### src/knight_pkg.sv
//////////////////////////////////////////////////////////////////////
// Knight command processor shared definitions.
// Holds the command opcodes, the field widths and the constants for
// the speed ramp, the IR nudge and the heading tolerance.
//////////////////////////////////////////////////////////////////////
`default_nettype none

package knight_pkg;

  //////////////////////////////////////////////////////////////////////
  // Widths
  //////////////////////////////////////////////////////////////////////
  parameter int cmd_w     = 16;  // Command word from the host.
  parameter int heading_w = 12;  // Signed heading and error.
  parameter int frwrd_w   = 10;  // Forward-speed register.
  parameter int squares_w = 4;   // Square count, cmd[3:0].
  parameter int pulse_w   = 5;   // Two centre-IR edges per square.

  // Opcode lives in the top nibble of the command.
  typedef enum logic [3:0] {
    CAL     = 4'd2,  // Gyro calibration.
    MOV     = 4'd4,  // Plain move.
    FANFARE = 4'd5,  // Move, then fanfare.
    TOUR    = 4'd6   // Hand over to the tour logic.
  } op_t;

  //////////////////////////////////////////////////////////////////////
  // Speed ramp steps
  //////////////////////////////////////////////////////////////////////
  parameter int inc_fast = 32;  // Ramp-up step, short sims.
  parameter int inc_slow = 3;   // Ramp-up step, real robot.
  parameter int dec_fast = 64;  // Ramp-down step, short sims.
  parameter int dec_slow = 6;   // Ramp-down step, real robot.

  // IR nudge magnitudes, added with sign to the heading error.
  parameter int nudge_fast = 511;
  parameter int nudge_slow = 95;

  // Heading counts as aligned when |error| is below this.
  parameter int heading_tol = 44;

endpackage

`default_nettype wire

### src/speed_ramp.sv
//////////////////////////////////////////////////////////////////////
// Forward-speed ramp.
// Clears on request, steps up toward the top speed and steps down
// with saturation at zero, one step per new gyro reading.
//////////////////////////////////////////////////////////////////////
`timescale 1ns/10ps
`default_nettype none

module speed_ramp #(
  parameter bit FAST_SIM = 1'b1  // Large steps for simulation.
) (
  input  logic                          clk,
  input  logic                          rst_n,
  input  logic                          clr_frwrd,    // Restart from standstill.
  input  logic                          inc_frwrd,    // Ramp up level.
  input  logic                          dec_frwrd,    // Ramp down level.
  input  logic                          heading_rdy,  // New gyro reading strobe.
  output logic [knight_pkg::frwrd_w-1:0] frwrd,       // Forward speed.
  output logic                          frwrd_zero    // Robot has stopped.
);

  import knight_pkg::*;

  localparam logic [frwrd_w-1:0] inc_amt = frwrd_w'(FAST_SIM ? inc_fast : inc_slow);
  localparam logic [frwrd_w-1:0] dec_amt = frwrd_w'(FAST_SIM ? dec_fast : dec_slow);

  logic max_spd;  // Both top bits set.

  assign max_spd    = &frwrd[frwrd_w-1 -: 2];  // Top speed is 0x300 and up.
  assign frwrd_zero = (frwrd == '0);

  always_ff @(posedge clk or negedge rst_n) begin
    if (!rst_n) begin
      frwrd <= '0;
    end else if (clr_frwrd) begin
      frwrd <= '0;                              // Fresh start of a move.
    end else if (heading_rdy) begin
      if (inc_frwrd && !max_spd) begin
        frwrd <= frwrd + inc_amt;               // Climb until top speed.
      end else if (dec_frwrd) begin
        if (frwrd > dec_amt)
          frwrd <= frwrd - dec_amt;
        else
          frwrd <= '0;                          // Clamp, never wrap.
      end
    end
  end

  //////////////////////////////////////////////////////////////////////
  // Checks
  //////////////////////////////////////////////////////////////////////
  // The sequencer never ramps both ways at once.
  a_inc_dec_excl : assert property (
    @(posedge clk) disable iff (!rst_n) !(inc_frwrd && dec_frwrd)
  ) else $error("speed_ramp: inc_frwrd and dec_frwrd high together");

endmodule

`default_nettype wire

### src/square_counter.sv
//////////////////////////////////////////////////////////////////////
// Square counter.
// Counts rising edges of the centre IR sensor against a target that
// is latched from the command. Two edges make one board square.
//////////////////////////////////////////////////////////////////////
`timescale 1ns/10ps
`default_nettype none

module square_counter (
  input  logic                         clk,
  input  logic                         rst_n,
  input  logic                         cntr_ir,    // Centre IR, high over a line.
  input  logic                         load,       // Move command accepted.
  input  logic [knight_pkg::cmd_w-1:0] cmd,        // Command word.
  output logic                         move_done   // Requested squares covered.
);

  import knight_pkg::*;

  logic                 cntr_ir_q;  // Last sample of cntr_ir.
  logic                 ir_rise;    // Line just entered.
  logic [squares_w-1:0] target;     // Squares to travel.
  logic [pulse_w-1:0]   pulse_cnt;  // Edges since the accept.

  assign ir_rise = cntr_ir & ~cntr_ir_q;

  always_ff @(posedge clk or negedge rst_n) begin
    if (!rst_n)
      cntr_ir_q <= 1'b0;
    else
      cntr_ir_q <= cntr_ir;  // Edge detect delay.
  end

  // Target comes straight from cmd at the accept.
  always_ff @(posedge clk or negedge rst_n) begin
    if (!rst_n)
      target <= '0;
    else if (load)
      target <= cmd[squares_w-1:0];
  end

  always_ff @(posedge clk or negedge rst_n) begin
    if (!rst_n)
      pulse_cnt <= '0;
    else if (load)
      pulse_cnt <= '0;               // New move, new count.
    else if (ir_rise)
      pulse_cnt <= pulse_cnt + 1'b1;
  end

  // Twice the target, so the shift fills pulse_w exactly.
  assign move_done = (pulse_cnt == {target, 1'b0});

endmodule

`default_nettype wire

### src/heading_error.sv
//////////////////////////////////////////////////////////////////////
// Heading error for the PID.
// Latches the commanded heading, adds the IR nudge and tells the
// sequencer when the robot points close enough to start moving.
//////////////////////////////////////////////////////////////////////
`timescale 1ns/10ps
`default_nettype none

module heading_error #(
  parameter bit FAST_SIM = 1'b1  // Large nudge for simulation.
) (
  input  logic                                   clk,
  input  logic                                   rst_n,
  input  logic                                   load,        // Move command accepted.
  input  logic        [knight_pkg::cmd_w-1:0]     cmd,         // Command word.
  input  logic signed [knight_pkg::heading_w-1:0] heading,     // Gyro heading.
  input  logic                                   lft_ir,      // Drifting left.
  input  logic                                   rght_ir,     // Drifting right.
  output logic signed [knight_pkg::heading_w-1:0] error,       // To the PID.
  output logic                                   heading_ok   // Within tolerance.
);

  import knight_pkg::*;

  localparam logic signed [heading_w-1:0] nudge_amt =
    heading_w'(FAST_SIM ? nudge_fast : nudge_slow);
  localparam logic [heading_w-1:0] tol = heading_w'(heading_tol);

  logic signed [heading_w-1:0] desired;    // Commanded heading.
  logic signed [heading_w-1:0] nudge;      // IR correction.
  logic        [heading_w-1:0] error_abs;  // Magnitude of error.
  logic        [7:0]           hdg_field;  // cmd[11:4].

  assign hdg_field = cmd[11:4];

  //////////////////////////////////////////////////////////////////////
  // Desired heading
  //////////////////////////////////////////////////////////////////////
  // Latched at the accept so the error is valid in the first MOVE cycle.
  always_ff @(posedge clk or negedge rst_n) begin
    if (!rst_n) begin
      desired <= '0;
    end else if (load) begin
      if (hdg_field == 8'h00)
        desired <= '0;                   // North stays exactly zero.
      else
        desired <= {hdg_field, 4'hF};    // Pad the low nibble with ones.
    end
  end

  //////////////////////////////////////////////////////////////////////
  // Error and tolerance
  //////////////////////////////////////////////////////////////////////
  always_comb begin
    if (lft_ir)
      nudge = nudge_amt;                 // Left sensor wins a tie.
    else if (rght_ir)
      nudge = -nudge_amt;
    else
      nudge = '0;
  end

  assign error = heading - desired + nudge;  // Wraps like the heading.

  // Negating the most negative value still reads large as unsigned.
  assign error_abs  = error[heading_w-1] ? -error : error;
  assign heading_ok = (error_abs < tol);

endmodule

`default_nettype wire

### src/cmd_sequencer.sv
//////////////////////////////////////////////////////////////////////
// Command sequencer FSM.
// Accepts a command under the cmd_rdy / clr_cmd_rdy handshake and
// walks the robot through calibration, tour start or a move with
// speed ramp up and down, ending in a response to the host.
//////////////////////////////////////////////////////////////////////
`timescale 1ns/10ps
`default_nettype none

module cmd_sequencer (
  input  logic                         clk,
  input  logic                         rst_n,
  input  logic                         cmd_rdy,      // Host has a command.
  input  logic [knight_pkg::cmd_w-1:0] cmd,          // Command word.
  input  logic                         cal_done,     // Gyro calibration finished.
  input  logic                         heading_ok,   // Pointing the right way.
  input  logic                         move_done,    // Squares covered.
  input  logic                         frwrd_zero,   // Speed back at zero.
  output logic                         clr_cmd_rdy,  // Command consumed.
  output logic                         load,         // Latch move fields.
  output logic                         strt_cal,     // Kick gyro calibration.
  output logic                         send_resp,    // Reply to the host.
  output logic                         tour_go,      // Start the tour logic.
  output logic                         fanfare_go,   // Start the fanfare tune.
  output logic                         moving,       // Robot under way.
  output logic                         clr_frwrd,    // Zero the speed.
  output logic                         inc_frwrd,    // Ramp speed up.
  output logic                         dec_frwrd     // Ramp speed down.
);

  import knight_pkg::*;

  typedef enum logic [2:0] {
    IDLE,
    CALIBRATE,
    MOVE,
    RAMP_UP,
    RAMP_DOWN
  } state_t;

  state_t state;     // Current state.
  state_t nxt_state; // Next state.
  op_t    cmd_op;    // Opcode on the command bus.
  op_t    op_q;      // Opcode of the running command.
  logic   accept;    // Handshake cycle.

  assign cmd_op = op_t'(cmd[cmd_w-1 -: $bits(op_t)]);
  assign accept = (state == IDLE) && cmd_rdy;

  //////////////////////////////////////////////////////////////////////
  // State and opcode registers
  //////////////////////////////////////////////////////////////////////
  always_ff @(posedge clk or negedge rst_n) begin
    if (!rst_n)
      state <= IDLE;
    else
      state <= nxt_state;
  end

  // Opcode is held so cmd may change after the accept.
  always_ff @(posedge clk or negedge rst_n) begin
    if (!rst_n)
      op_q <= MOV;
    else if (accept)
      op_q <= cmd_op;
  end

  //////////////////////////////////////////////////////////////////////
  // Next state and strobes
  //////////////////////////////////////////////////////////////////////
  always_comb begin
    nxt_state   = state;
    clr_cmd_rdy = 1'b0;
    load        = 1'b0;
    strt_cal    = 1'b0;
    send_resp   = 1'b0;
    tour_go     = 1'b0;
    fanfare_go  = 1'b0;
    moving      = 1'b0;
    clr_frwrd   = 1'b0;
    inc_frwrd   = 1'b0;
    dec_frwrd   = 1'b0;

    case (state)
      CALIBRATE: begin
        if (cal_done) begin
          send_resp = 1'b1;          // Reply in the first done cycle.
          nxt_state = IDLE;
        end
      end

      MOVE: begin
        if (heading_ok) begin        // Start rolling once aligned.
          moving    = 1'b1;
          clr_frwrd = 1'b1;
          nxt_state = RAMP_UP;
        end
      end

      RAMP_UP: begin
        moving    = 1'b1;
        inc_frwrd = 1'b1;
        if (move_done) begin
          fanfare_go = (op_q == FANFARE);  // One pulse at the last square.
          nxt_state  = RAMP_DOWN;
        end
      end

      RAMP_DOWN: begin
        dec_frwrd = 1'b1;
        if (frwrd_zero) begin
          send_resp = 1'b1;          // Move complete once stopped.
          nxt_state = IDLE;
        end else begin
          moving = 1'b1;             // Still coasting down.
        end
      end

      default: begin                 // IDLE waits for the host.
        if (cmd_rdy) begin
          clr_cmd_rdy = 1'b1;
          case (cmd_op)
            TOUR: tour_go = 1'b1;    // Stays idle with no response.
            CAL: begin
              strt_cal  = 1'b1;
              nxt_state = CALIBRATE;
            end
            MOV, FANFARE: begin
              load      = 1'b1;      // Latch heading and squares.
              nxt_state = MOVE;
            end
            default: ;               // Unknown opcode is dropped.
          endcase
        end
      end
    endcase
  end

  //////////////////////////////////////////////////////////////////////
  // Checks
  //////////////////////////////////////////////////////////////////////
  // Host drops cmd_rdy on the edge after the accept.
  a_rdy_drops : assert property (
    @(posedge clk) disable iff (!rst_n) clr_cmd_rdy |=> !cmd_rdy
  ) else $error("cmd_sequencer: cmd_rdy still high after clr_cmd_rdy");

  // Host keeps the command word steady while it waits.
  a_cmd_stable : assert property (
    @(posedge clk) disable iff (!rst_n) (cmd_rdy && !clr_cmd_rdy) |=> $stable(cmd)
  ) else $error("cmd_sequencer: cmd changed while cmd_rdy waited");

endmodule

`default_nettype wire

### src/knight_cmd_proc.sv
//////////////////////////////////////////////////////////////////////
// Knight command processor, top level.
// Ties the command FSM to the speed ramp, the square counter and the
// heading error block. FAST_SIM picks the simulation step sizes.
//////////////////////////////////////////////////////////////////////
`timescale 1ns/10ps
`default_nettype none

module knight_cmd_proc #(
  parameter bit FAST_SIM = 1'b1  // Passed down to ramp and nudge.
) (
  input  logic                                   clk,
  input  logic                                   rst_n,
  input  logic        [knight_pkg::cmd_w-1:0]     cmd,          // Command from the host.
  input  logic                                   cmd_rdy,      // Command valid.
  output logic                                   clr_cmd_rdy,  // Command taken.
  output logic                                   send_resp,    // Command finished.
  output logic                                   strt_cal,     // Gyro calibration start.
  input  logic                                   cal_done,     // Gyro calibration done.
  input  logic signed [knight_pkg::heading_w-1:0] heading,      // Gyro heading.
  input  logic                                   heading_rdy,  // New heading strobe.
  input  logic                                   lft_ir,       // Left IR sensor.
  input  logic                                   cntr_ir,      // Centre IR sensor.
  input  logic                                   rght_ir,      // Right IR sensor.
  output logic signed [knight_pkg::heading_w-1:0] error,        // Error to the PID.
  output logic        [knight_pkg::frwrd_w-1:0]   frwrd,        // Forward speed.
  output logic                                   moving,       // Robot under way.
  output logic                                   tour_go,      // Tour start pulse.
  output logic                                   fanfare_go    // Fanfare start pulse.
);

  import knight_pkg::*;

  logic load;        // Move accepted.
  logic clr_frwrd;   // Speed clear.
  logic inc_frwrd;   // Speed up.
  logic dec_frwrd;   // Speed down.
  logic frwrd_zero;  // Speed at zero.
  logic move_done;   // Squares covered.
  logic heading_ok;  // Aligned.

  cmd_sequencer u_seq (
    .clk         (clk),
    .rst_n       (rst_n),
    .cmd_rdy     (cmd_rdy),
    .cmd         (cmd),
    .cal_done    (cal_done),
    .heading_ok  (heading_ok),
    .move_done   (move_done),
    .frwrd_zero  (frwrd_zero),
    .clr_cmd_rdy (clr_cmd_rdy),
    .load        (load),
    .strt_cal    (strt_cal),
    .send_resp   (send_resp),
    .tour_go     (tour_go),
    .fanfare_go  (fanfare_go),
    .moving      (moving),
    .clr_frwrd   (clr_frwrd),
    .inc_frwrd   (inc_frwrd),
    .dec_frwrd   (dec_frwrd)
  );

  speed_ramp #(
    .FAST_SIM (FAST_SIM)
  ) u_ramp (
    .clk         (clk),
    .rst_n       (rst_n),
    .clr_frwrd   (clr_frwrd),
    .inc_frwrd   (inc_frwrd),
    .dec_frwrd   (dec_frwrd),
    .heading_rdy (heading_rdy),
    .frwrd       (frwrd),
    .frwrd_zero  (frwrd_zero)
  );

  square_counter u_squares (
    .clk       (clk),
    .rst_n     (rst_n),
    .cntr_ir   (cntr_ir),
    .load      (load),
    .cmd       (cmd),
    .move_done (move_done)
  );

  heading_error #(
    .FAST_SIM (FAST_SIM)
  ) u_hdg (
    .clk        (clk),
    .rst_n      (rst_n),
    .load       (load),
    .cmd        (cmd),
    .heading    (heading),
    .lft_ir     (lft_ir),
    .rght_ir    (rght_ir),
    .error      (error),
    .heading_ok (heading_ok)
  );

endmodule

`default_nettype wire

### config.mk
export PLATFORM = sky130hd
export DESIGN_NAME = knight_cmd_proc
export DESIGN_NICKNAME = d
export VERILOG_FILES = /design/src/knight_pkg.sv /design/src/speed_ramp.sv /design/src/square_counter.sv /design/src/heading_error.sv /design/src/cmd_sequencer.sv /design/src/knight_cmd_proc.sv
export SDC_FILE = /design/constraint.sdc
export NUM_CORES = 1
export LEC_CHECK = 0
export BUFFER_PORTS_ARGS = -buffer_cell sky130_fd_sc_hd__buf_2
export CELL_PAD_IN_SITES_DETAIL_PLACEMENT = 0
export CELL_PAD_IN_SITES_GLOBAL_PLACEMENT = 1
export CORE_MARGIN = 2
export CORE_UTILIZATION = 35
export CTS_BUF_LIST = sky130_fd_sc_hd__clkbuf_4 sky130_fd_sc_hd__clkbuf_8
export CTS_CLUSTER_DIAMETER = 60
export DETAILED_ROUTE_END_ITERATION = 10
export HOLD_SLACK_MARGIN = 0.06
export PLACE_DENSITY = 0.84
export SYNTH_ARGS = -nofsm -noshare
export SYNTH_HDL_FRONTEND = slang
export SYNTH_SLANG_ARGS = --single-unit
export TNS_END_PERCENT = 30
### constraint.sdc
create_clock -name clk -period 11.8 [get_ports clk]
set_clock_uncertainty 0.1 [all_clocks]
set_input_delay 1.77 -clock clk [delete_from_list [all_inputs] [get_ports clk]]
set_output_delay 1.77 -clock clk [all_outputs]
set_load 0.02 [all_outputs]
; ---- Word level (Yosys, flattened, before mapping)
; Cells that the tools add are included.
[word_totals]
ff_bits = 39
latch_bits = 0
ramBits = 0
romBits = 0
in_bits = 36
out_inout_bits = 28
word_cells = 87
mem_count = 0
[classes]
addsub = 6
n_mul = 0
n_div = 0
n_lt_le_gt_ge = 2
eq_ne = 14
shift = 0
mux = 40
n_bitwise = 2
reduce_logical = 16
[op_table]
columns = cell, n
row1 = 10-bit two-way mux, 5
row2 = 12-bit two-way mux, 4
row3 = 1-bit two-way mux, 20
row4 = 4-bit by 3-bit == test with 1-bit output (second input constant), 4
row5 = 3-bit two-way mux, 5
row6 = 12-bit adder, 1
row7 = 12-bit by 6-bit less-than comparator with 1-bit output (second input constant), 1
row8 = 12-bit negation, 1
row9 = 3-bit case mux with 4 select lines, 1
row10 = 12-bit subtractor, 1
row11 = 10-bit by 6-bit adder with 10-bit output (second input constant), 1
row12 = 10-bit by 7-bit > comparator with 1-bit output (second input constant), 1
row13 = 10-bit zero test, 1
row14 = 5-bit two-way mux, 2
row15 = 10-bit by 7-bit subtractor with 10-bit output (second input constant), 1
row16 = 8-bit zero test, 1
row17 = 2-bit != test (second input constant), 4
row18 = 3-bit by 2-bit == test with 1-bit output (second input constant), 2
row19 = 3-bit case mux with 2 select lines, 1
row20 = 6-bit AND reduction, 1
row21 = 6-bit nonzero test, 1
row22 = 5-bit by 1-bit adder with 5-bit output (second input constant), 1
row23 = 5-bit == test, 1
row24 = 5-bit nonzero test, 1
row25 = other kinds (15), 18

; ---- Depth between registers and ports, before layout
; Gate-level depths: netlist (run 1).
[depth]
word_depth = 10
depth_mapped = 13
mapped_depth_nobuf = 13

; ---- By module
; A second synthesis (run 1) with hierarchy kept.
[hier_totals]
hier_cells = 307
area_unflattened_um2 = 2872.8
[by_module_without_submodules]
columns = mod, instances, cells_per_inst, area_per_inst_um2, seq_area_each_um2
row1 = heading_error, 1, 158, 1410.1, 225.2
row2 = cmd_sequencer, 1, 55, 521.8, 176.4
row3 = square_counter, 1, 38, 473.0, 250.2
row4 = speed_ramp, 1, 56, 467.9, 125.1

; ---- Worst setup path before layout (run 1)
; No wires, ideal clock.
[synth_timing]
path_type = input to output
from = input port lft_ir
to = output port moving
arrival_ns = 5.107
required_ns = 9.930
path_slack_ns = 4.823
cell_stages = 12
n_path_buf = 0
cell_sequence = inv_1 > fa_1 > inv_1 > ha_1 > a21oi_1 > o211ai_2 > a31o_1 > a2111oi_2 > o21bai_2 > xnor2_2 > mux2_4 > a311o_1
[synth_via]
elab_chain_len = 7
[synth_lines]
columns = element, line_no
row1 = "start, declared", knight_cmd_proc.sv:22  ; input logic lft_ir,
row2 = 12-bit two-way mux (*), heading_error.sv:55  ; if (lft_ir)
row3 = 12-bit adder (*), heading_error.sv:63  ; assign error = heading - desired + nudge;
row4 = net error (one bit), knight_cmd_proc.sv:25  ; output logic signed [knight_pkg::heading_w-1:0] error,
row5 = 12-bit negation, heading_error.sv:66  ; assign error_abs = error[heading_w-1] ? -error : error;
row6 = 12-bit two-way mux (*), heading_error.sv:66
row7 = 12-bit by 6-bit less-than comparator with 1-bit output (*), heading_error.sv:67  ; assign heading_ok = (error_abs < tol);
row8 = 1-bit two-way mux (*), cmd_sequencer.sv:93  ; if (heading_ok) begin
row9 = 1-bit case mux with 3 select lines (*), cmd_sequencer.sv:84  ; case (state)
row10 = "end, declared", knight_cmd_proc.sv:27  ; output logic moving,
; Mark *: on every way through the listed nets, which the timed path passes. The rest lies on a longest branch.

; ---- Worst setup path in the final report (run 1)
[layout_timing]
from = input port lft_ir
to = output port moving
[layout_via]
elab_chain_len = 7
[layout_lines]
columns = element, line_no
row1 = 12-bit two-way mux (*), heading_error.sv:55
row2 = 12-bit adder (*), heading_error.sv:63
row3 = 12-bit negation, heading_error.sv:66
row4 = 12-bit two-way mux (*), heading_error.sv:66
row5 = 12-bit by 6-bit less-than comparator with 1-bit output (*), heading_error.sv:67
row6 = 1-bit two-way mux (*), cmd_sequencer.sv:93
row7 = 1-bit case mux with 3 select lines (*), cmd_sequencer.sv:84
; Mark *: on every way between the ends. The rest lies on a longest branch, timed or not.

==> qor.txt, run 1 <==
Crit path capture type: output pin
Sequential-to-total area share from yosys stat: 0.2838
Xor/xnor share of the synthesized area: 0.07313
Largest cells by area after synthesis: dfrtp_1, ha_1, fa_1
Max cap viols: 0
Maximum fanout along the worst path: 9
Yosys warns: 0
Finish-stage setup viols: 0
M1 wire length: 2694 µm
CTS Sinks: 31
Routed len/inst: 12.09 µm
Number of DRC markers in iteration 0: 61
Min Tclk post-route: 7.188 ns
Met2 wire len: 2924 µm
Initial antenna violation count: 0
Ant. Diodes: 0
Largest net degree at the start of global routing: 32
Post-synth top area share: 0.2742
Status: finished clean
Slowest stage delay, CP: 0.49 ns
Final #Nets: 449
Htree depth: 2
Met3 routed WL: 242 µm
Compound-gate portion of the synthesized area: 0.1659
Fin Hold WS: 0.4015 ns
Area delta synth->final: 17.37%
Slew margin rel.: 0.2947
Final WL: 5886 µm
Setup TNS: 0 ns
PwrDens: 333.0 mW/mm²
Grt total ovfl: 0
Row cnt: 32
Critical path arrival: 5.32 ns
Max Clk Rate: 0.1391 GHz
Slew Limit Fails: 0
Core Region: 0.007647 mm²
Post-CTS resize count: 0
Die W: 92.44 µm
Pleak: 1.626 nW
Worst slack at placement: 4.568 ns
IO buf count: 58
CP max stage cell: fa_1
RSZ-0062 raised after global routing: no
Critical path class: in -> out
Root Driver: clkbuf_8
Routed via count: 2353
Area leader, netlist: dfrtp_1
Routed Antenna Nets: 0
Total power: 1.070 mW
Die Height: 92.44 µm
Main synth FF type: dfrtp_1
Cells after Synth: 326
Asr flop ratio synth: 1.000
Critical Path RT: 9.93 ns
Hold Crit Class: reg -> reg
Layout cell share with drive strength beyond 1: 0.2156
Post-synth EDFFs: 0
IO Pins: 64
Average size of a mapped cell: 8.398 µm²
Startpoint types: input pin
Adder-cell share of the synthesized area: 0.1627
Post-CTS setup buffers: 0
Dpl hpwl: 4843 µm
Final Wtd Congestion: 0.8275
CTS Buffer Depth: 2
Hold Buf Count CTS: 0
Later-pin clock latency in the skew report: 0.28 ns
Pre-Repair DR Iteration Count: 4
Vias/cell: 4.832
Cells along the critical path: buf_2 > inv_1 > fa_1 > inv_1 > ha_1 > a21oi_1 > o211ai_2 > a31o_1 > a2111oi_2 > o21bai_2 > xnor2_2 > mux2_4 > a311o_1 > buf_2
Post-synthesis cell type count: 57
Die ar.: 0.008545 mm²
Worst Slack Setup Final: 4.612 ns
Main combinational cell family by area after synthesis: simple AND/OR/NAND/NOR gates
Gr usage total: 0.1410
Uppermost layer routed: met4
Vias in the first global route: 2263
Syn Std Cell Area: 0.002738 mm²
Mux share of post-synthesis cell area: 0.02925
Post-layout util: 0.4202
CTS tree: yes
VDD IR max: 0.00009976 V
First-pass GRT wire length: 9860 µm
Starting Density: 0.3580
DRC: 0
Post-Synth Simple-Gate Area: 0.2011
Final period util: 0.6092
Total CTS buffers: 5
Fin. Hold Viols: 0
Register clock-pin slew on the reported worst setup and hold paths: 0.06 ns
Slew at the pin with the worst max-slew slack: 1.052 ns
FF+latch count, synth: 31
[worst max-delay path, delay by kind of cell]
| family | cells | cell delay (ns) |
|---|---|---|
| multiplexers | 1 | 0.36 |
| XOR/XNOR | 1 | 0.17 |
| AO/OA/AOI/OAI | 6 | 1.53 |
| buffers and inverters | 4 | 0.73 |
| adder cells (fa/ha/maj) | 2 | 0.74 |
[Yosys cell counts (2+ instances only)]
| cell type | count |
|---|---|
| clkbuf_1 | 5 |
| mux2i_1 | 2 |
| nand2_1 | 52 |
| ha_1 | 18 |
| nor4b_1 | 3 |
| buf_4 | 5 |
| fa_1 | 11 |
| nor2b_1 | 2 |
| a21oi_1 | 21 |
| xnor2_1 | 10 |
| a21o_1 | 3 |
| nand3_1 | 8 |
| o211ai_1 | 2 |
| inv_1 | 44 |
| nor4_1 | 3 |
| o22ai_1 | 3 |
| nor2_1 | 25 |
| mux2_2 | 4 |
| or3_1 | 2 |
| a21oi_4 | 2 |
| nand2b_1 | 5 |
| o41ai_2 | 2 |
| nor3_1 | 7 |
| a22oi_1 | 2 |
| xor2_1 | 11 |
| nand4_1 | 2 |
| a31oi_1 | 2 |
| o21ai_0 | 11 |
| and2_1 | 2 |
| dfrtp_1 | 30 |
[area by class of cell]
cell class	count	area, µm²
inverter	44	165.2
sequential	31	777.0
tap	102	127.6
timing repair buffer	58	290.3
clock buffer	8	103.9
multi-input combinational	244	1749
fill	769	4434
[where the power goes]
group          internal, mW  switching, mW  leakage (nW)
Combinational         0.308          0.455          1.19
Clock                0.0555         0.0372        0.0549
Sequential            0.156         0.0582         0.384
Total                 0.519          0.551          1.63
[sequential cells by signal (all words and copies together), names as in the netlist]
register and flops:
u_hdg.desired 9, u_ramp.frwrd 5, u_seq.op_q 4, u_seq.state 3
u_squares.cntr_ir_q 1, u_squares.pulse_cnt 5, u_squares.target 4
[per-stage QoR]
stage | instance area (µm²) | instances
2_1_floorplan | 2753 | 330
3_3_place_gp | 3109 | 479
3_5_place_dp | 3109 | 479
4_1_cts | 3213 | 487
5_1_grt | 3213 | 487
6_report | 3213 | 487
[placed cells by master (no fill, tap or decap), types with 3 or more instances in the layout]
| cell type | Yosys | final |
|---|---|---|
| xor2_1 | 11 | 11 |
| a21o_1 | 3 | 3 |
| dfrtp_1 | 30 | 30 |
| fa_1 | 11 | 11 |
| nand2b_1 | 5 | 5 |
| nand3_1 | 8 | 8 |
| nand2_1 | 52 | 52 |
| inv_1 | 44 | 44 |
| clkbuf_8 | 0 | 7 |
| o22ai_1 | 3 | 3 |
| conb_1 | 1 | 5 |
| nor4_1 | 3 | 3 |
| nor2_1 | 25 | 25 |
| o21ai_0 | 11 | 11 |
| ha_1 | 18 | 18 |
| buf_2 | 1 | 58 |
| nor4b_1 | 3 | 3 |
| nor3_1 | 7 | 7 |
| xnor2_1 | 10 | 10 |
| a21oi_1 | 21 | 21 |
| mux2_2 | 4 | 4 |
[path summary, 6_finish.rpt]
check | from | to | slack (ns) | cells past startpoint
min reg2reg | u_squares.target[2] | u_squares.target[2] | 0.40 | 2
max reg2reg | u_hdg.desired[3] | u_seq.state[0] | 8.23 | 11
max in group asynchronous | rst_n | u_squares.pulse_cnt[3] | 9.74 | 1
min | u_squares.target[2] | u_squares.target[2] | 0.40 | 2
max | lft_ir | moving | 4.61 | 14
min in group asynchronous | rst_n | u_seq.op_q[3] | 1.42 | 1
[cell families after synthesis]
logic type | after synthesis
flip-flops | 31
AND/OR/NAND/NOR | 118
XOR/XNOR | 22
multiplexers | 7
other | 1
adder cells (fa/ha/maj) | 29
AO/OA/AOI/OAI | 63
buffers and inverters | 55
[metal layers]
| layer | GRT usage | vias up |
|---|---|---|
| met5 | 0 | - |
| met2 | 0.2433 | 45 |
| met4 | 0.03358 | 0 |
| li1 | - | 1199 |
| met3 | 0.02929 | 2 |
| met1 | 0.1809 | 1107 |
No activity file was read; power rests on OpenSTA's default activity.
==> run 2, diff against run 1 <==
--- a/config.mk
+++ b/config.mk
@@ -14,7 +14,7 @@
 export CTS_CLUSTER_DIAMETER = 60
 export DETAILED_ROUTE_END_ITERATION = 10
 export HOLD_SLACK_MARGIN = 0.06
-export PLACE_DENSITY = 0.84
+export PLACE_DENSITY = 0.87
 export SYNTH_ARGS = -nofsm -noshare
 export SYNTH_HDL_FRONTEND = slang
 export SYNTH_SLANG_ARGS = --single-unit
==> constraint.sdc (replaced) <==
create_clock -name clk -period 5.75 [get_ports clk]
set_clock_uncertainty 0.1 [all_clocks]
set_input_delay 0.8625 -clock clk [delete_from_list [all_inputs] [get_ports clk]]
set_output_delay 0.8625 -clock clk [all_outputs]
set_load 0.02 [all_outputs]
==> run 2 against run 1 <==
Routed wire length rose by 2.1%. Largest power group unchanged. Die area did not move. Critical path depth did not move. Cell count did not move. Clock power rose by 110%. Total power rose by 110%. First-iteration DRC count rose by 120%. Via count rose by 2.2%. Highest routed layer unchanged. Largest cell class unchanged. Register-to-register slack got worse by 6.1 ns. Sequential cell count did not move.
==> qor.txt, run 2 (synthesis results as in run 1) <==
Slew at the pin with the worst max-slew slack: 1.078 ns (+0.02536 ns)
Commonest cells after routing, fill and taps aside: buf_2, nand2_1, inv_1, dfrtp_1, nor2_1
Number of DRC markers in iteration 0: 134 (+120%)
Critical path class: in -> out
CTS Sinks: 31 (unchanged)
CTS Buffer Depth: 2 (unchanged)
Area delta synth->final: 17.37% (unchanged)
Initial antenna violation count: 0 (unchanged)
PwrDens: 686.4 mW/mm² (+110%)
First-pass GRT wire length: 10410 µm (+5.5%)
Final #Nets: 449 (unchanged)
R2R cell count: 11 (unchanged)
Startpoint types: input pin
Cell Area, Placed: 0.003109 mm² (unchanged)
Routed len/inst: 12.34 µm (+2.1%)
IO Pins: 64 (unchanged)
Maximum fanout along the worst path: 9 (unchanged)
Root Driver: clkbuf_8
Status: finished clean
Post-CTS resize count: 0 (unchanged)
Post-CTS setup buffers: 0 (unchanged)
Row cnt: 32 (unchanged)
Die ar.: 0.008545 mm² (unchanged)
Setup TNS: 0 ns (unchanged)
Critical path arrival: 4.48 ns (-0.84 ns)
Register clock-pin slew on the reported worst setup and hold paths: 0.06 ns (about the same)
Final period util: 0.9458
Die W: 92.44 µm (unchanged)
Max reg flops: 9 (unchanged)
Total power: 2.206 mW (+110%)
Pre-Repair DR Iteration Count: 5 (+1)
Reg with most FFs: u_hdg.desired
Final WL: 6011 µm (+2.1%)
IO buf count: 58 (unchanged)
Htree depth: 2 (unchanged)
Max Clk Rate: 0.1839 GHz
Ant. Diodes: 0 (unchanged)
Fin. Hold Viols: 0 (unchanged)
Min Tclk post-route: 5.438 ns
Starting Density: 0.3580 (unchanged)
Die Height: 92.44 µm (unchanged)
Layout cell share with drive strength beyond 1: 0.2156 (unchanged)
Later-pin clock latency in the skew report: 0.28 ns (about the same)
Biggest regs: u_hdg.desired (9), u_ramp.frwrd (5), u_squares.pulse_cnt (5)
Hold Crit Class: reg -> reg
Finished Cell Area: 0.003213 mm² (unchanged)
Max cap viols: 0 (unchanged)
Hold Path Depth: 2 (unchanged)
Critical Path RT: 4.79 ns (-5.14 ns)
Gr usage total: 0.1491 (+0.008090)
Vias in the first global route: 2343 (+3.5%)
Core Region: 0.007647 mm² (unchanged)
Largest net degree at the start of global routing: 32 (unchanged)
Slew Limit Fails: 0 (unchanged)
Routed Antenna Nets: 0 (unchanged)
Final Wtd Congestion: 0.7937 (-4.1%)
DRC: 0 (unchanged)
Total CTS buffers: 5 (unchanged)
Crit path capture type: output pin
Routed via count: 2404 (+2.2%)
Finish-stage setup viols: 0 (unchanged)
Pleak: 1.626 nW (unchanged)
Slew margin rel.: 0.2777 (-0.01700)
Commonest non-fill, non-tap cell in the layout: buf_2
Hold Buf Count CTS: 0 (unchanged)
Vias/cell: 4.936 (+2.2%)
Fillers: 770 (+0.13%)
VDD IR max: 0.0002088 V (+110%)
Grt total ovfl: 0 (unchanged)
CTS tree: yes
RSZ-0062 raised after global routing: no
Dpl hpwl: 4859 µm (+0.33%)
## run 2: cell counts in the layout (fill, tap and decap cells not counted)
Identical to the previous run, type by type.
## run 2: worst max-delay path, stage by stage
cell and delay, ns:
buf_2 0.10, inv_1 0.37, fa_1 0.51, inv_1 0.11, ha_1 0.25, a21oi_1 0.24
o211ai_2 0.16, a31o_1 0.28, a2111oi_2 0.41, o21bai_2 0.11, xnor2_2 0.18, mux2_4 0.37
a311o_1 0.36, buf_2 0.16
## run 2: path summary, 6_finish.rpt
kind                             startpoint                     end  slack [ns]
hold / removal             u_hdg.desired[4]        u_hdg.desired[4]        0.40
hold reg to reg            u_hdg.desired[4]        u_hdg.desired[4]        0.40
min in group asynchronous             rst_n           u_seq.op_q[3]        0.52
setup reg to reg           u_hdg.desired[3]          u_seq.state[0]        2.11
setup / recovery                     lft_ir                  moving        0.31
max in group asynchronous             rst_n  u_squares.pulse_cnt[3]        4.59
## run 2: per-layer routing
layer,wire [µm],GRT usage,share of wire,vias up
met1,2771,0.1972,0.46,1141
met2,2950,0.2488,0.49,52
li1,-,-,-,1205
met3,244,0.02685,0.041,6
met4,44,0.04478,0.0073,0
met5,0,0,0,-
## run 2: stage by stage
step                hold slack, ns  cells    util  setup slack [ns]
floorplan                   0.3644    330       -            0.5877
global placement            0.3818    479  0.4066            0.3754
detailed placement          0.3903    479  0.4066            0.2807
CTS                         0.4052    487  0.4202            0.2748
global route                0.4303    487  0.4202           0.07271
finish                      0.3995    487  0.4202            0.3116
## run 2: power breakdown
| group | switching, mW | internal, mW |
|---|---|---|
| registers | 0.118 | 0.320 |
| clock network | 0.0785 | 0.114 |
| logic | 0.942 | 0.633 |
| total | 1.14 | 1.07 |
## run 2: area by class of cell
cell class              count  area [µm²]  share of cell area
well taps                 102       127.6             0.03972
flip-flops and latches     31       777.0              0.2418
multi-input cells         244        1749              0.5444
inverters                  44       165.2             0.05140
clock buffers               8       103.9             0.03232
repair buffers             58       290.3             0.09034
==> run 3, diff against run 2 <==
--- a/config.mk
+++ b/config.mk
@@ -14,8 +14,10 @@
 export CTS_CLUSTER_DIAMETER = 60
 export DETAILED_ROUTE_END_ITERATION = 10
 export HOLD_SLACK_MARGIN = 0.06
-export PLACE_DENSITY = 0.87
+export PLACE_DENSITY = 0.85
+export RECOVER_POWER = 25
 export SYNTH_ARGS = -nofsm -noshare
 export SYNTH_HDL_FRONTEND = slang
+export SYNTH_HIERARCHICAL = 1
 export SYNTH_SLANG_ARGS = --single-unit
 export TNS_END_PERCENT = 30
==> run 3 against run 2 <==
The run now ends with capacitance limit, slew limit left. Register-to-register slack lost 0.73 ns. Worst setup slack got worse by 0.0066 ns. Maximum frequency fell by 0.12%. Critical path depth rose by 2. Highest routed layer unchanged. Hold slack worse by 0.018 ns. Final area rose by 9.3%. Non-clock buffer count up 11. Utilization increased by 1.4 points. Die area grew 4.7%. Count of clock-buffer cells in the layout down 1. First-iteration DRC count decreased by 36%. Sequential cell count unchanged.
==> qor.txt, run 3 <==
Finish-stage setup viols: 0 (unchanged)
Row cnt: 33 (+3.1%)
Routed len/inst: 12.82 µm (+3.9%)
Dpl hpwl: 4932 µm (+1.5%)
Starting Density: 0.3550 (-0.003006)
Final #Nets: 440 (-2.0%)
Area of the multi-input gates: 0.001962 mm² (+12%)
Max Clk Rate: 0.1837 GHz (-0.12%)
Min-Delay Endpoint: u_seq/op_q[0]
Register area: 777.0 µm² (unchanged)
Startpoint types: input pin
Slew Limit Fails: 32 (+32)
Area leader, netlist: dfrtp_1
Grt total ovfl: 0 (unchanged)
Final cell count without fillers: 482 (-1.0%)
DRC: 0 (unchanged)
Die ar.: 0.008948 mm² (+4.7%)
Min-delay src: u_seq/op_q[0]
Hold Buf Count CTS: 0 (unchanged)
IO Pins: 64 (unchanged)
Fin Hold WS: 0.3813 ns (-0.01829 ns)
Cell Count Post-Placement: 470 (-1.9%)
Total CTS buffers: 5 (unchanged)
Slew at the pin with the worst max-slew slack: 1.701 ns (+0.6232 ns)
Vias in the first global route: 2313 (-1.3%)
CTS Sinks: 31 (unchanged)
CTS tree: yes
Ant. Diodes: 0 (unchanged)
Root Driver: clkbuf_8
Layout cell share with drive strength beyond 1: 0.3289 (+0.1133)
Post-synth EDFFs: 0 (unchanged)
Fin. Hold Viols: 0 (unchanged)
Largest net degree at the start of global routing: 32 (unchanged)
Worst slack at placement: 0.1439 ns (-0.1367 ns)
Sequential-to-total area share from yosys stat: 0.2705 (-0.01335)
Register-to-register setup slack: 1.38 ns (-0.73 ns)
Area delta synth->final: 22.21%
First-pass GRT wire length: 10190 µm (-2.1%)
Min Tclk post-route: 5.445 ns (+0.006628 ns)
Final Wtd Congestion: 0.8631 (+8.7%)
Failing checks: capacitance limit, slew limit
Htree depth: 2 (unchanged)
Synth cell count leaders: inv_1, dfrtp_1, nor2_1
R2R cell count: 15 (+4)
Post-synthesis cell type count: 74 (+30%)
Top-count cell post-synth: inv_1
Biggest regs: u_hdg/desired (9), u_ramp/frwrd (5), u_squares/pulse_cnt (5)
Status: complete, but fails checks
Critical path arrival: 4.48 ns (about the same)
Gr usage total: 0.1426 (-0.006523)
Maximum fanout along the worst path: 6 (-3)
Final period util: 0.9470 (+0.001153)
Crit path capture type: output pin
Critical path class: in -> out
Max reg flops: 9 (unchanged)
Later-pin clock latency in the skew report: 0.27 ns (about the same)
Initial antenna violation count: 0 (unchanged)
Fillers: 830 (+7.8%)
Register clock-pin slew on the reported worst setup and hold paths: 0.06 ns (about the same)
Die W: 94.60 µm (+2.3%)
Cells after Synth: 307 (-5.8%)
Commonest cells after routing, fill and taps aside: buf_2, inv_1, dfrtp_1, nor2_1
IO buf count: 58 (unchanged)
Routed Antenna Nets: 0 (unchanged)
Average size of a mapped cell: 9.358 µm² (+11%)
Reg with most FFs: u_hdg/desired
CTS Buffer Depth: 2 (unchanged)
Number of DRC markers in iteration 0: 86 (-36%)
Max cap viols: 1 (+1)
Main synth FF type: dfrtp_1
Critical Path RT: 4.79 ns (about the same)
Core Region: 0.008093 mm² (+5.8%)
Asr flop ratio synth: 1.000 (unchanged)
Hold Crit Class: reg -> reg
Worst Slack Setup Final: 0.3050 ns (-0.006628 ns)
Slew margin rel.: -0.1338 (-0.4116)
Routed via count: 2450 (+1.9%)
Yosys warns: 6 (+6)
FF+latch count, synth: 31 (unchanged)
Die Height: 94.60 µm (+2.3%)
Crit Reg-Reg Endpoint: u_seq/state[0]
Commonest non-fill, non-tap cell in the layout: buf_2
Largest cells by area after synthesis: dfrtp_1, fa_1, ha_1
Syn Std Cell Area: 0.002873 mm² (+4.9%)
Hold Path Depth: 1 (-1)
Post-synth top area share: 0.2613 (-0.01290)
RR Startpoint: u_hdg/desired[3]
Setup TNS: 0 ns (unchanged)
Final WL: 6179 µm (+2.8%)
Pre-Repair DR Iteration Count: 4 (-1)
Vias/cell: 5.083 (+3.0%)
[run 3: logic make-up after synthesis]
kind of cell | synth area share
fa+ha+maj | 0.1507
mux | 0.08275
other cells | 0.001305
buf+inv | 0.08362
xor+xnor | 0.06316
compound gates | 0.1821
flops | 0.2705
simple gates | 0.1659
[run 3: routing by layer]
metal | GRT usage | share of wire | vias up
met5 | 0 | 0 | -
met4 | 0.03986 | 0.012 | 0
met2 | 0.2577 | 0.50 | 59
met1 | 0.1776 | 0.45 | 1177
met3 | 0.01915 | 0.039 | 7
li1 | - | - | 1207
[run 3: how the worst max path moves through the flow]
stage / start / endpoint / slack [ns] / depth (start not counted)
2_1_floorplan: lft_ir / moving / 0.36 / 14
3_3_place_gp: lft_ir / moving / 0.22 / 16
3_5_place_dp: lft_ir / moving / 0.14 / 16
4_1_cts: lft_ir / moving / 0.13 / 16
5_1_grt: lft_ir / moving / -0.006 / 16
6_report: lft_ir / moving / 0.30 / 16
[run 3: repair_timing]
action	4_1_cts	5_1_grt
buffers inserted	0	5
setup endpoints to repair	0	1
hold endpoints to repair	0	0
gates resized for setup	0	20
[run 3: cell type report]
class                           instances  area share
Sequential cell                        31      0.2213
Timing Repair Buffer                   69      0.1080
Multi-Input combinational cell        224      0.5588
Inverter                               45     0.04918
Clock buffer                            7     0.02388
Clock inverter                          1    0.001426
Tap cell                              105     0.03742
[run 3: metrics by stage]
step	util	instance area [µm²]
floorplan	-	2888
global placement	0.4066	3291
detailed placement	0.4066	3291
CTS	0.4176	3379
global route	0.4338	3511
finish	0.4338	3511
[run 3: critical path: stages]
cell and delay [ns]:
buf_4 0.10, clkinvlp_4 0.17, fa_1 0.54, inv_1 0.04
ha_2 0.37, o211ai_1 0.13, o21ai_2 0.26, xor2_2 0.16
nor4_4 0.36, inv_2 0.04, a2111o_1 0.39, a222oi_1 0.40
nor2b_2 0.23, and3_4 0.19, a211o_1 0.13, buf_6 0.12
Power of run 3 is not shown: default switching activity piles up to over one toggle a cycle in this logic, so the estimate is an artifact.
